$ cat config.mk
export PLATFORM = sky130hd
export DESIGN_NAME = firDecimTop
export DESIGN_NICKNAME = d
export VERILOG_FILES = /design/src/firDecimPkg.sv /design/src/sampleCollector.sv /design/src/historyShifter.sv /design/src/lutMacUnit.sv /design/src/outputScaler.sv /design/src/firDecimTop.sv
export VERILOG_INCLUDE_DIRS = /design/src /design/src/src
export SDC_FILE = /design/constraint.sdc
export NUM_CORES = 1
export LEC_CHECK = 0
export BUFFER_PORTS_ARGS = -buffer_cell sky130_fd_sc_hd__buf_2
export CORE_MARGIN = 3
export CORE_UTILIZATION = 50
export DETAILED_ROUTE_END_ITERATION = 8
export HOLD_SLACK_MARGIN = 0.08
export PLACE_DENSITY = 0.79
export SYNTH_ARGS = -nofsm -noshare
export SYNTH_HDL_FRONTEND = slang
export SYNTH_HIERARCHICAL = 1
export SYNTH_SLANG_ARGS = --single-unit
$ cat constraint.sdc
create_clock -name clkDS -period 2.5 [get_ports clkDS]
set_clock_uncertainty 0.2 [all_clocks]
set_input_delay 0.25 -clock clkDS [delete_from_list [all_inputs] [get_ports clkDS]]
set_output_delay 0.25 -clock clkDS [all_outputs]
set_load 0.02 [all_outputs]
$ cat src/firDecim_settings.svh
`ifndef FIRDECIM_SETTINGS_SVH
`define FIRDECIM_SETTINGS_SVH

// Modulator code width
`define N 2

// Codes per output frame
`define OSR 4

// Window lengths in codes
`define LOOKAHEAD 8
`define LOOKBACK 8

// Address bits per LUT, a multiple of N
`define LUT_SIZE 4

// Adder layers between tree registers
`define COMB_ADDERS 1

// Coefficient and output scaling
`define COEF_W 12
`define COEF_SHIFT 6
`define OUT_W 14

`endif

$ cat src/firDecimPkg.sv
`include "firDecim_settings.svh"

package firDecimPkg;

    typedef logic [`N-1:0] codeT;
    typedef logic signed [`N+1:0] levelT;
    typedef logic signed [`COEF_W-1:0] coefT;
    typedef logic signed [`COEF_W+`N+7:0] accT;
    typedef logic [`OUT_W-1:0] outT;

    // Step of the triangular taps
    localparam int COEF_BASE = 64;

    // Odd levels symmetric about zero
    function automatic levelT codeLevel(codeT code);
        int level;
        level = 2 * int'(code) - ((1 << `N) - 1);
        return levelT'(level);
    endfunction

    // Largest tap at index 0 of each window
    function automatic coefT tapCoef(bit isAhead, int index);
        int len;
        int value;
        len = isAhead ? `LOOKAHEAD : `LOOKBACK;
        value = COEF_BASE * (len - index);
        return coefT'(value);
    endfunction

endpackage

$ cat src/sampleCollector.sv
`include "firDecim_settings.svh"

module sampleCollector (
    input  logic clkDS,
    input  logic rst,
    input  firDecimPkg::codeT codeIn,
    output firDecimPkg::codeT [`OSR-1:0] frame,
    output logic frameStrobe
);
    import firDecimPkg::*;

    localparam int PhaseW = (`OSR > 1) ? $clog2(`OSR) : 1;
    localparam logic [PhaseW-1:0] LastPhase = PhaseW'(`OSR - 1);

    logic [PhaseW-1:0] phase;
    codeT [`OSR-1:0] slots;
    codeT [`OSR-1:0] nextFrame;

    // Current code lands in its slot
    always_comb begin
        nextFrame = slots;
        nextFrame[phase] = codeIn;
    end

    always_ff @(posedge clkDS) begin
        if (!rst) begin
            phase <= '0;
            frameStrobe <= 1'b0;
        end else begin
            frameStrobe <= (phase == LastPhase);
            if (phase == LastPhase) begin
                phase <= '0;
            end else begin
                phase <= phase + 1'b1;
            end
        end
    end

    always_ff @(posedge clkDS) begin
        slots <= nextFrame;
        if (phase == LastPhase) begin
            frame <= nextFrame;
        end
    end

    // One strobe per OSR cycles, never back to back
    frameStrobeGap: assert property (
        @(posedge clkDS) disable iff (!rst)
        (frameStrobe && (`OSR > 1)) |=> !frameStrobe
    );

endmodule

$ cat src/historyShifter.sv
`include "firDecim_settings.svh"

module historyShifter (
    input  logic clkDS,
    input  logic rst,
    input  firDecimPkg::codeT [`OSR-1:0] frame,
    input  logic frameStrobe,
    output firDecimPkg::codeT [`LOOKAHEAD-1:0] windowAhead,
    output firDecimPkg::codeT [`LOOKBACK-1:0] windowBack,
    output logic windowStrobe
);
    import firDecimPkg::*;

    localparam int LookTotal = `LOOKAHEAD + `LOOKBACK;

    // Newest code at the top index, oldest at index 0
    codeT [LookTotal-1:0] history;

    always_ff @(posedge clkDS) begin
        if (!rst) begin
            history <= '0;
            windowStrobe <= 1'b0;
        end else begin
            windowStrobe <= frameStrobe;
            if (frameStrobe) begin
                history <= {frame, history[LookTotal-1:`OSR]};
            end
        end
    end

    // Lookback runs oldest first
    assign windowBack = history[`LOOKBACK-1:0];

    // Lookahead reversed, newest first
    for (genvar i = 0; i < `LOOKAHEAD; i++) begin : gAhead
        assign windowAhead[i] = history[LookTotal-1-i];
    end

endmodule

$ cat src/lutMacUnit.sv
`include "firDecim_settings.svh"

module lutMacUnit #(
    parameter int Size = 8,
    parameter bit IsAhead = 1'b0
) (
    input  logic clkDS,
    input  logic rst,
    input  firDecimPkg::codeT [Size-1:0] window,
    input  logic inStrobe,
    output firDecimPkg::accT result,
    output logic resultStrobe
);
    import firDecimPkg::*;

    localparam int CodesPerLut = `LUT_SIZE / `N;
    localparam int AddrW = CodesPerLut * `N;
    localparam int LutDepth = 1 << AddrW;
    localparam int NumLuts = (Size + CodesPerLut - 1) / CodesPerLut;
    localparam int PadW = NumLuts * AddrW;
    localparam int Layers = $clog2(NumLuts);
    localparam int Leaves = 1 << Layers;
    // Lookup register plus one register per group of layers
    localparam int Depth = 1 + (Layers + `COMB_ADDERS - 1) / `COMB_ADDERS;

    // Weighted sum of the codes one address covers
    function automatic accT lutEntry(int lutIdx, int addr);
        accT total;
        int tap;
        codeT code;
        total = '0;
        for (int c = 0; c < CodesPerLut; c++) begin
            tap = lutIdx * CodesPerLut + c;
            code = codeT'(addr >> (c * `N));
            if (tap < Size) begin
                total += accT'(tapCoef(IsAhead, tap)) * accT'(codeLevel(code));
            end
        end
        return total;
    endfunction

    logic [PadW-1:0] selBits;
    accT lutMem [NumLuts][LutDepth];
    accT lutOut [NumLuts];
    accT node [Layers+1][Leaves];
    logic [Depth-1:0] strobePipe;

    // Last group padded with zero bits
    assign selBits = PadW'(window);

    for (genvar g = 0; g < NumLuts; g++) begin : gLut
        for (genvar a = 0; a < LutDepth; a++) begin : gEntry
            localparam accT Entry = lutEntry(g, a);
            assign lutMem[g][a] = Entry;
        end

        always_ff @(posedge clkDS) begin
            lutOut[g] <= lutMem[g][selBits[g*AddrW +: AddrW]];
        end
    end

    // Tree leaves, unused ones tied to zero
    for (genvar k = 0; k < Leaves; k++) begin : gLeaf
        if (k < NumLuts) begin : gUsed
            assign node[0][k] = lutOut[k];
        end else begin : gPad
            assign node[0][k] = '0;
        end
    end

    for (genvar l = 1; l <= Layers; l++) begin : gLayer
        for (genvar k = 0; k < (Leaves >> l); k++) begin : gNode
            if ((l % `COMB_ADDERS == 0) || (l == Layers)) begin : gReg
                always_ff @(posedge clkDS) begin
                    node[l][k] <= node[l-1][2*k] + node[l-1][2*k+1];
                end
            end else begin : gComb
                assign node[l][k] = node[l-1][2*k] + node[l-1][2*k+1];
            end
        end
    end

    assign result = node[Layers][0];

    // Strobe travels alongside the tree
    always_ff @(posedge clkDS) begin
        if (!rst) begin
            strobePipe <= '0;
        end else begin
            strobePipe <= Depth'({strobePipe, inStrobe});
        end
    end

    assign resultStrobe = strobePipe[Depth-1];

    resultLatency: assert property (
        @(posedge clkDS) disable iff (!rst)
        inStrobe |-> ##Depth resultStrobe
    );

endmodule

$ cat src/outputScaler.sv
`include "firDecim_settings.svh"

module outputScaler (
    input  logic clkDS,
    input  logic rst,
    input  firDecimPkg::accT aheadResult,
    input  firDecimPkg::accT backResult,
    input  logic inStrobe,
    output firDecimPkg::outT outWord,
    output logic outStrobe,
    output logic valid
);
    import firDecimPkg::*;

    localparam int SumW = $bits(accT) + 1;
    localparam int LookTotal = `LOOKAHEAD + `LOOKBACK;
    // First frame whose window holds only real codes
    localparam int ValidFrame = (LookTotal + `OSR - 1) / `OSR;
    localparam int CountW = $clog2(ValidFrame + 1);
    localparam logic signed [SumW-1:0] MaxOut = (1 <<< (`OUT_W - 1)) - 1;
    localparam logic signed [SumW-1:0] MinOut = -(1 <<< (`OUT_W - 1));

    logic signed [SumW-1:0] sum;
    logic signed [SumW-1:0] shifted;
    logic signed [`OUT_W-1:0] sat;
    logic [CountW-1:0] frameCount;

    assign sum = aheadResult + backResult;
    assign shifted = sum >>> `COEF_SHIFT;

    always_comb begin
        if (shifted > MaxOut) begin
            sat = MaxOut[`OUT_W-1:0];
        end else if (shifted < MinOut) begin
            sat = MinOut[`OUT_W-1:0];
        end else begin
            sat = shifted[`OUT_W-1:0];
        end
    end

    always_ff @(posedge clkDS) begin
        if (!rst) begin
            outWord <= '0;
            outStrobe <= 1'b0;
            valid <= 1'b0;
            frameCount <= '0;
        end else begin
            outStrobe <= inStrobe;
            if (inStrobe) begin
                // Two's complement to offset binary
                outWord <= {~sat[`OUT_W-1], sat[`OUT_W-2:0]};
            end
            if (inStrobe && !valid) begin
                frameCount <= frameCount + 1'b1;
                if (frameCount == CountW'(ValidFrame - 1)) begin
                    valid <= 1'b1;
                end
            end
        end
    end

endmodule

$ cat src/firDecimTop.sv
`include "firDecim_settings.svh"

module firDecimTop (
    input  logic clkDS,
    input  logic rst,
    input  firDecimPkg::codeT codeIn,
    output firDecimPkg::outT outWord,
    output logic outStrobe,
    output logic valid
);
    import firDecimPkg::*;

    codeT [`OSR-1:0] frame;
    logic frameStrobe;
    codeT [`LOOKAHEAD-1:0] windowAhead;
    codeT [`LOOKBACK-1:0] windowBack;
    logic windowStrobe;
    accT aheadResult;
    accT backResult;
    logic aheadStrobe;
    logic backStrobe;

    sampleCollector collector (
        .clkDS(clkDS),
        .rst(rst),
        .codeIn(codeIn),
        .frame(frame),
        .frameStrobe(frameStrobe)
    );

    historyShifter shifter (
        .clkDS(clkDS),
        .rst(rst),
        .frame(frame),
        .frameStrobe(frameStrobe),
        .windowAhead(windowAhead),
        .windowBack(windowBack),
        .windowStrobe(windowStrobe)
    );

    lutMacUnit #(.Size(`LOOKAHEAD), .IsAhead(1'b1)) aheadMac (
        .clkDS(clkDS),
        .rst(rst),
        .window(windowAhead),
        .inStrobe(windowStrobe),
        .result(aheadResult),
        .resultStrobe(aheadStrobe)
    );

    lutMacUnit #(.Size(`LOOKBACK), .IsAhead(1'b0)) backMac (
        .clkDS(clkDS),
        .rst(rst),
        .window(windowBack),
        .inStrobe(windowStrobe),
        .result(backResult),
        .resultStrobe(backStrobe)
    );

    // Both units share the same depth when the windows match
    outputScaler scaler (
        .clkDS(clkDS),
        .rst(rst),
        .aheadResult(aheadResult),
        .backResult(backResult),
        .inStrobe(aheadStrobe & backStrobe),
        .outWord(outWord),
        .outStrobe(outStrobe),
        .valid(valid)
    );

endmodule

==> flow_metrics.py, run 1 <==
metrics = {
    "detailed_routing": {
        "firstDrtPassIters": 4,
        "via_count": 6677,
        "vias_per_cell": 5.10,
        "drtIter0Drc": 253,
        "drc": 0,
        "wl_microns": 18000,
        "drtAntennaViolNets": 0,
        "wire_per_inst_microns": 13.8,
    },
    "grt": {
        "grt-ovfl-total": 0,
        "grt_max_degree": 45,
        "antenna_found_initial": 0,
        "grtUsageTotal_pct": 16.3,
        "grt_pass1_wl_microns": 30700,
        "grt_pass1_vias": 6756,
    },
    "sta": {
        "finalHoldViolations": 0,
        "max_freq_ghz": 0.388,
        "whs_ns": 0.111,
        "fin_ws_ns": -0.0784,
        "drv_slew": 0,
        "finalCritPeriodShare_pct": 103,
        "slew_headroom_pct": 55.4,
        "worst_pin_slew_ns": 0.669,
        "rsz0062_at_grt": "true",
        "final.min_clock_period_ns": 2.58,
        "setup_viol": 13,
    },
    "critical_path": {
        "crit_fanout": 8,
        "critPathKind": "register to register",
        "r2r_setup_slack_ns": -0.08,
        "worstSetupEndpointType": "register",
        "cp.arrival_ns": 2.81,
        "worst_setup_path_start_kind": "register",
        "required_ns": 2.73,
    },
    "finish": {
        "antennaDiodeCount": 0,
        "nNetsFinal": 1157,
        "layout_commonest_cell": "dfxtp_1",
        "fin_util_pct": 58.6,
        "drive_above_1_share_pct": 17.6,
        "area_growth_pct": 12.9,
        "final.fill_count": 1623,
        "layout_common_cells": "dfxtp_1 (190), ha_1 (91), inv_1 (80)",
        "final_area_sq_um": 11600,
    },
    "clock_network": {
        "path_clk_slew_ns": 0.06,
        "h-tree-depth": 1,
        "clk_latency_ns": 0.50,
        "cts_made_buffers": 21,
        "cts_sinks": 205,
        "clockBufferDepth": 3,
        "cts-root-buf": "clkbuf_16",
        "cts_tree": "built",
    },
    "placement": {
        "place_congestion": 0.789,
        "hpwl_microns": 12700,
        "placed_cell_area_sq_um": 10600,
        "io_buffers": 19,
        "place_ws_ns": -0.251,
    },
    "synthesis": {
        "ys.flop_type": "dfxtp_1",
        "synth_warnings": 6,
        "synthArstFlopShare_pct": 0,
        "ys_types": 76,
        "syn_inst": 990,
        "syn_area_sq_um": 10300,
        "synth-edff-count": 8,
        "avgSynthCellArea_sq_um": 10.4,
        "yosysSeqAreaShare_pct": 40.8,
        "synth.ff_latch_count": 205,
    },
    "outcome": {
        "violations": "setup timing",
        "outcome": "finished, violations left",
    },
    "die": {
        "die_x_microns": 149,
        "core_sq_um": 19800,
        "start_util_pct": 51.9,
        "design.portCount": 20,
        "die-height_microns": 149,
        "dieArea_sq_um": 22300,
        "num_rows": 51,
    },
    "pwr": {
        "power_density_nw_per_um2": 697,
        "ir_drop_mv": 0.459,
        "leakagePower_uw": 0.00474,
        "total_power_uw": 8080,
    },
    "job": {
        "cap_viol_max_count": 0,
    },
    "hold_path": {
        "hold_class": "input pin to register",
    },
}
==> per-layer routing <==
layer | up-vias | GRT usage, % | part of all wire (%)
li1 | 3403 | - | -
met1 | 3158 | 19.9 | 44
met2 | 74 | 29.6 | 50
met3 | 42 | 2.52 | 2.5
met4 | 0 | 5.08 | 3.2
met5 | - | 0 | 0
==> final timing paths <==
path / startpoint / to / depth (start not counted)
max: backMac/result[9] / scaler/outWord[4] / 11
min reg2reg: backMac/strobePipe[0] / backMac/strobePipe[1] / 1
max reg2reg: backMac/result[9] / scaler/outWord[4] / 11
min: rst / scaler/frameCount[2] / 2
==> synth_stat cells, drive strengths merged (6+ instances only) <==
library cell,number,area share (%)
dfxtp,197,38
clkbuf,9,0.33
edfxtp,8,2.3
a31o,6,0.51
o31ai,7,0.65
xor2,19,1.6
ha,98,12
o211ai,6,0.49
a21oi,57,3.4
buf,50,4.1
xnor2,41,3.5
nand2b,22,1.3
nand2,40,1.5
nor2,28,1.0
nand3,16,0.83
a21o,25,1.8
o21ai,66,3.2
fa,26,5.1
and3,10,0.67
mux2i,35,3.4
and2,15,0.95
mux2,8,0.95
inv,80,2.9
nor2b,47,2.9
==> where the power goes <==
part | leakage, uW | switching (uW) | total [uW] | internal [uW]
sequential | 0.00167 | 88.1 | 3570 | 3480
clock | 0.000331 | 1250 | 2980 | 1720
combinational | 0.00274 | 778 | 1530 | 751
==> metrics by stage <==
| step | TNS, ns | std cells |
|---|---|---|
| CTS | -0.559 | 1303 |
| global route | -2.27 | 1308 |
| floorplan | -0.453 | 1002 |
| detailed placement | -1.88 | 1255 |
| global placement | -1.59 | 1255 |
| finish | -0.668 | 1308 |
==> state kept, by name, indices dropped and copies added (netlist names) <==
signal                 count
aheadMac/strobePipe        3
aheadMac/result           15
backMac/lutOut            20
scaler/outStrobe           1
collector/frameStrobe      1
backMac/result            15
shifter/windowAhead       16
scaler/frameCount          3
collector/phase            2
collector/frame            8
aheadMac/lutOut           20
shifter/windowStrobe       1
backMac/strobePipe         3
aheadMac/node             29
scaler/outWord            14
scaler/valid               1
collector/slots            8
shifter/windowBack        16
backMac/node              29
==> logic make-up after synthesis <==
logic type	Yosys count	share of synthesized area, %
flops	205	40.8
simple gates	205	11.0
xor+xnor	60	5.12
buf+inv	139	7.39
other cells	2	0.0732
fa+ha+maj	124	17.0
mux	43	4.37
compound gates	212	14.3
==> what timing repair did <==
item                       4_1_cts  5_1_grt
hold endpoints to repair        16        0
pin swaps                        7       13
buffers inserted                 8        5
gates resized for setup         18       22
cloned                           1        0
hold buffers                     2        0
setup endpoints to repair       14       17
==> worst max-delay path, stage by stage, from the launching register on <==
cell and delay [ns]:
dfxtp_1 0.33, ha_4 0.29, o211ai_1 0.08, buf_4 0.15
a311oi_4 0.36, buf_4 0.19, o31ai_4 0.09, nor4_2 0.25
o32a_4 0.28, buf_4 0.13, nand2_1 0.05, a21oi_1 0.12
==> area by class of cell <==
cell class | instances | area [sq um] | share of cell area (%)
timing repair buffer | 62 | 434 | 3.75
tap | 265 | 332 | 2.86
clock buffer | 31 | 623 | 5.38
multi-input combinational | 659 | 5670 | 48.9
clock inverter | 6 | 33.8 | 0.292
inverter | 80 | 300 | 2.59
sequential | 205 | 4190 | 36.2
(Power assumes the default switching activity.)
==> inputs of run 2 (changes only) <==
CORE_UTILIZATION = 32   (was 50)
PLACE_DENSITY = 0.59   (was 0.79)
SETUP_SLACK_MARGIN = 0.1   (was default)
==> flow_metrics.py, run 2 (synthesis gave the netlist of run 1 again) <==
metrics = {
    "placement": {
        "hpwl_microns": 13300,
        "io_buffers": 19,
        "place_congestion": 0.824,
        "place_inst": 1385,
    },
    "detailed_routing": {
        "drtIter0Drc": 333,
        "drtAntennaViolNets": 0,
        "vias_per_cell": 4.55,
        "firstDrtPassIters": 5,
        "via_count": 6556,
        "wl_microns": 18100,
        "drc": 0,
        "wire_per_inst_microns": 12.6,
    },
    "pwr": {
        "total_power_uw": 8700,
        "intPower_uw": 6490,
        "power_frac_seq_pct": 41.1,
        "power_density_nw_per_um2": 731,
        "ir_drop_mv": 0.536,
        "switching_share_pct": 25.3,
        "clockPowerShare_pct": 42.5,
        "leakagePower_uw": 0.00482,
        "pwr-share-comb_pct": 16.5,
        "p_sw_uw": 2200,
    },
    "outcome": {
        "outcome": "finished, violations left",
        "violations": "setup timing",
    },
    "sta": {
        "max_freq_ghz": 0.390,
        "worst_pin_slew_ns": 0.746,
        "slew_headroom_pct": 50.3,
        "whs_ns": 0.168,
        "setup_viol": 11,
        "drv_slew": 0,
        "finalHoldViolations": 0,
        "finalCritPeriodShare_pct": 103,
        "final.min_clock_period_ns": 2.56,
        "fin_ws_ns": -0.0643,
        "rsz0062_at_grt": "true",
        "fin_tns_setup_ns": -0.442,
    },
    "finish": {
        "layout_commonest_cell": "dfxtp_1",
        "final.fill_count": 3043,
        "largest_registers": "aheadMac/node: 29 flops, backMac/node: 29 flops",
        "antennaDiodeCount": 0,
        "finalNonFillerCells": 1441,
        "area_growth_pct": 15.9,
        "drive_above_1_share_pct": 18.1,
        "nNetsFinal": 1156,
        "layout_common_cells": "dfxtp_1 (189), ha_1 (91), inv_1 (80)",
        "fin_util_pct": 38.3,
    },
    "job": {
        "cap_viol_max_count": 0,
    },
    "grt": {
        "antenna_found_initial": 0,
        "grt_pass1_vias": 6525,
        "grt_max_degree": 48,
        "grtUsageTotal_pct": 10.7,
        "grt-ovfl-total": 0,
        "grt_pass1_wl_microns": 31000,
    },
    "die": {
        "die_x_microns": 185,
        "dieArea_sq_um": 34200,
        "num_rows": 64,
        "start_util_pct": 33.0,
        "die-height_microns": 185,
        "core_sq_um": 31100,
        "design.portCount": 20,
    },
    "clock_network": {
        "clockBufferDepth": 3,
        "cts-root-buf": "clkbuf_16",
        "h-tree-depth": 1,
        "path_clk_slew_ns": 0.06,
        "cts_sinks": 205,
        "cts_tree": "built",
        "cts_made_buffers": 23,
        "clk_latency_ns": 0.51,
    },
    "critical_path": {
        "cp.arrival_ns": 2.76,
        "crit_fanout": 7,
        "required_ns": 2.69,
        "critPathKind": "register to register",
        "worstSetupEndpointType": "register",
        "worst_setup_path_start_kind": "register",
    },
    "hold_path": {
        "hold_class": "input pin to register",
    },
}
-- run 2: cell count changes in the layout (fill, tap and decap cells not counted), sizes merged --
cell	delta
bufinv	+4
buf	-3
clkinvlp	+1
-- run 2: metal layers --
| layer | wire, microns | global-route usage [%] | vias to the layer above |
|---|---|---|---|
| li1 | - | - | 3400 |
| met1 | 9000 | 14.6 | 3053 |
| met2 | 8270 | 17.9 | 75 |
| met3 | 463 | 1.75 | 28 |
| met4 | 394 | 2.49 | 0 |
| met5 | 0 | 0 | - |
-- run 2: stage by stage --
stage / cell area, sq um / setup slack [ns]
3_3_place_gp: 10800 / -0.106
2_1_floorplan: 10400 / -0.0500
3_5_place_dp: 10800 / -0.155
5_1_grt: 11900 / -0.183
6_report: 11900 / -0.0643
4_1_cts: 11800 / -0.0637
-- run 2: power by group through the flow --
stage	registers [uW]	logic, uW	clock network [uW]
6_report	3570	1430	3690
5_1_grt	3590	1570	3920
4_1_cts	3570	1380	3810
3_5_place_dp	3640	1280	0
3_3_place_gp	3630	1270	0
2_1_floorplan	3590	1110	0
-- run 2: layout make-up --
class,count,area (sq um),area share [%]
clock buffer,31,677,5.69
clock inverter,11,176,1.48
inverter,80,300,2.53
multi-input combinational,659,5640,47.5
sequential,205,4190,35.3
tap,396,495,4.17
timing repair buffer,59,404,3.40
-- run 2: critical path, cell delays in order, from the launching register on --
cell and delay, ns:
dfxtp_1 0.31, ha_1 0.30, o211ai_1 0.11, buf_4 0.16, a311oi_4 0.10, buf_4 0.17
o31ai_4 0.31, nand2_2 0.12, o32a_2 0.36, buf_6 0.15, nand3b_1 0.10, a21oi_2 0.05
-- run 2: what timing repair did --
item                       in CTS  in global routing
buffers inserted                6                  5
setup endpoints to repair      18                 19
resized for setup              26                 12
gates cloned                    1                  0
pin swaps                      31                 24
hold endpoints to repair       16                  0
hold buffers                    2                  0
-- run 2: worst paths after layout --
check / depth (start not counted) / end / slack (ns) / startpoint
min reg2reg: 1 / aheadMac/strobePipe[1] / 0.22 / aheadMac/strobePipe[0]
max: 11 / scaler/outWord[2] / -0.06 / aheadMac/result[8]
min: 2 / scaler/frameCount[2] / 0.17 / rst
max reg2reg: 11 / scaler/outWord[2] / -0.06 / aheadMac/result[8]
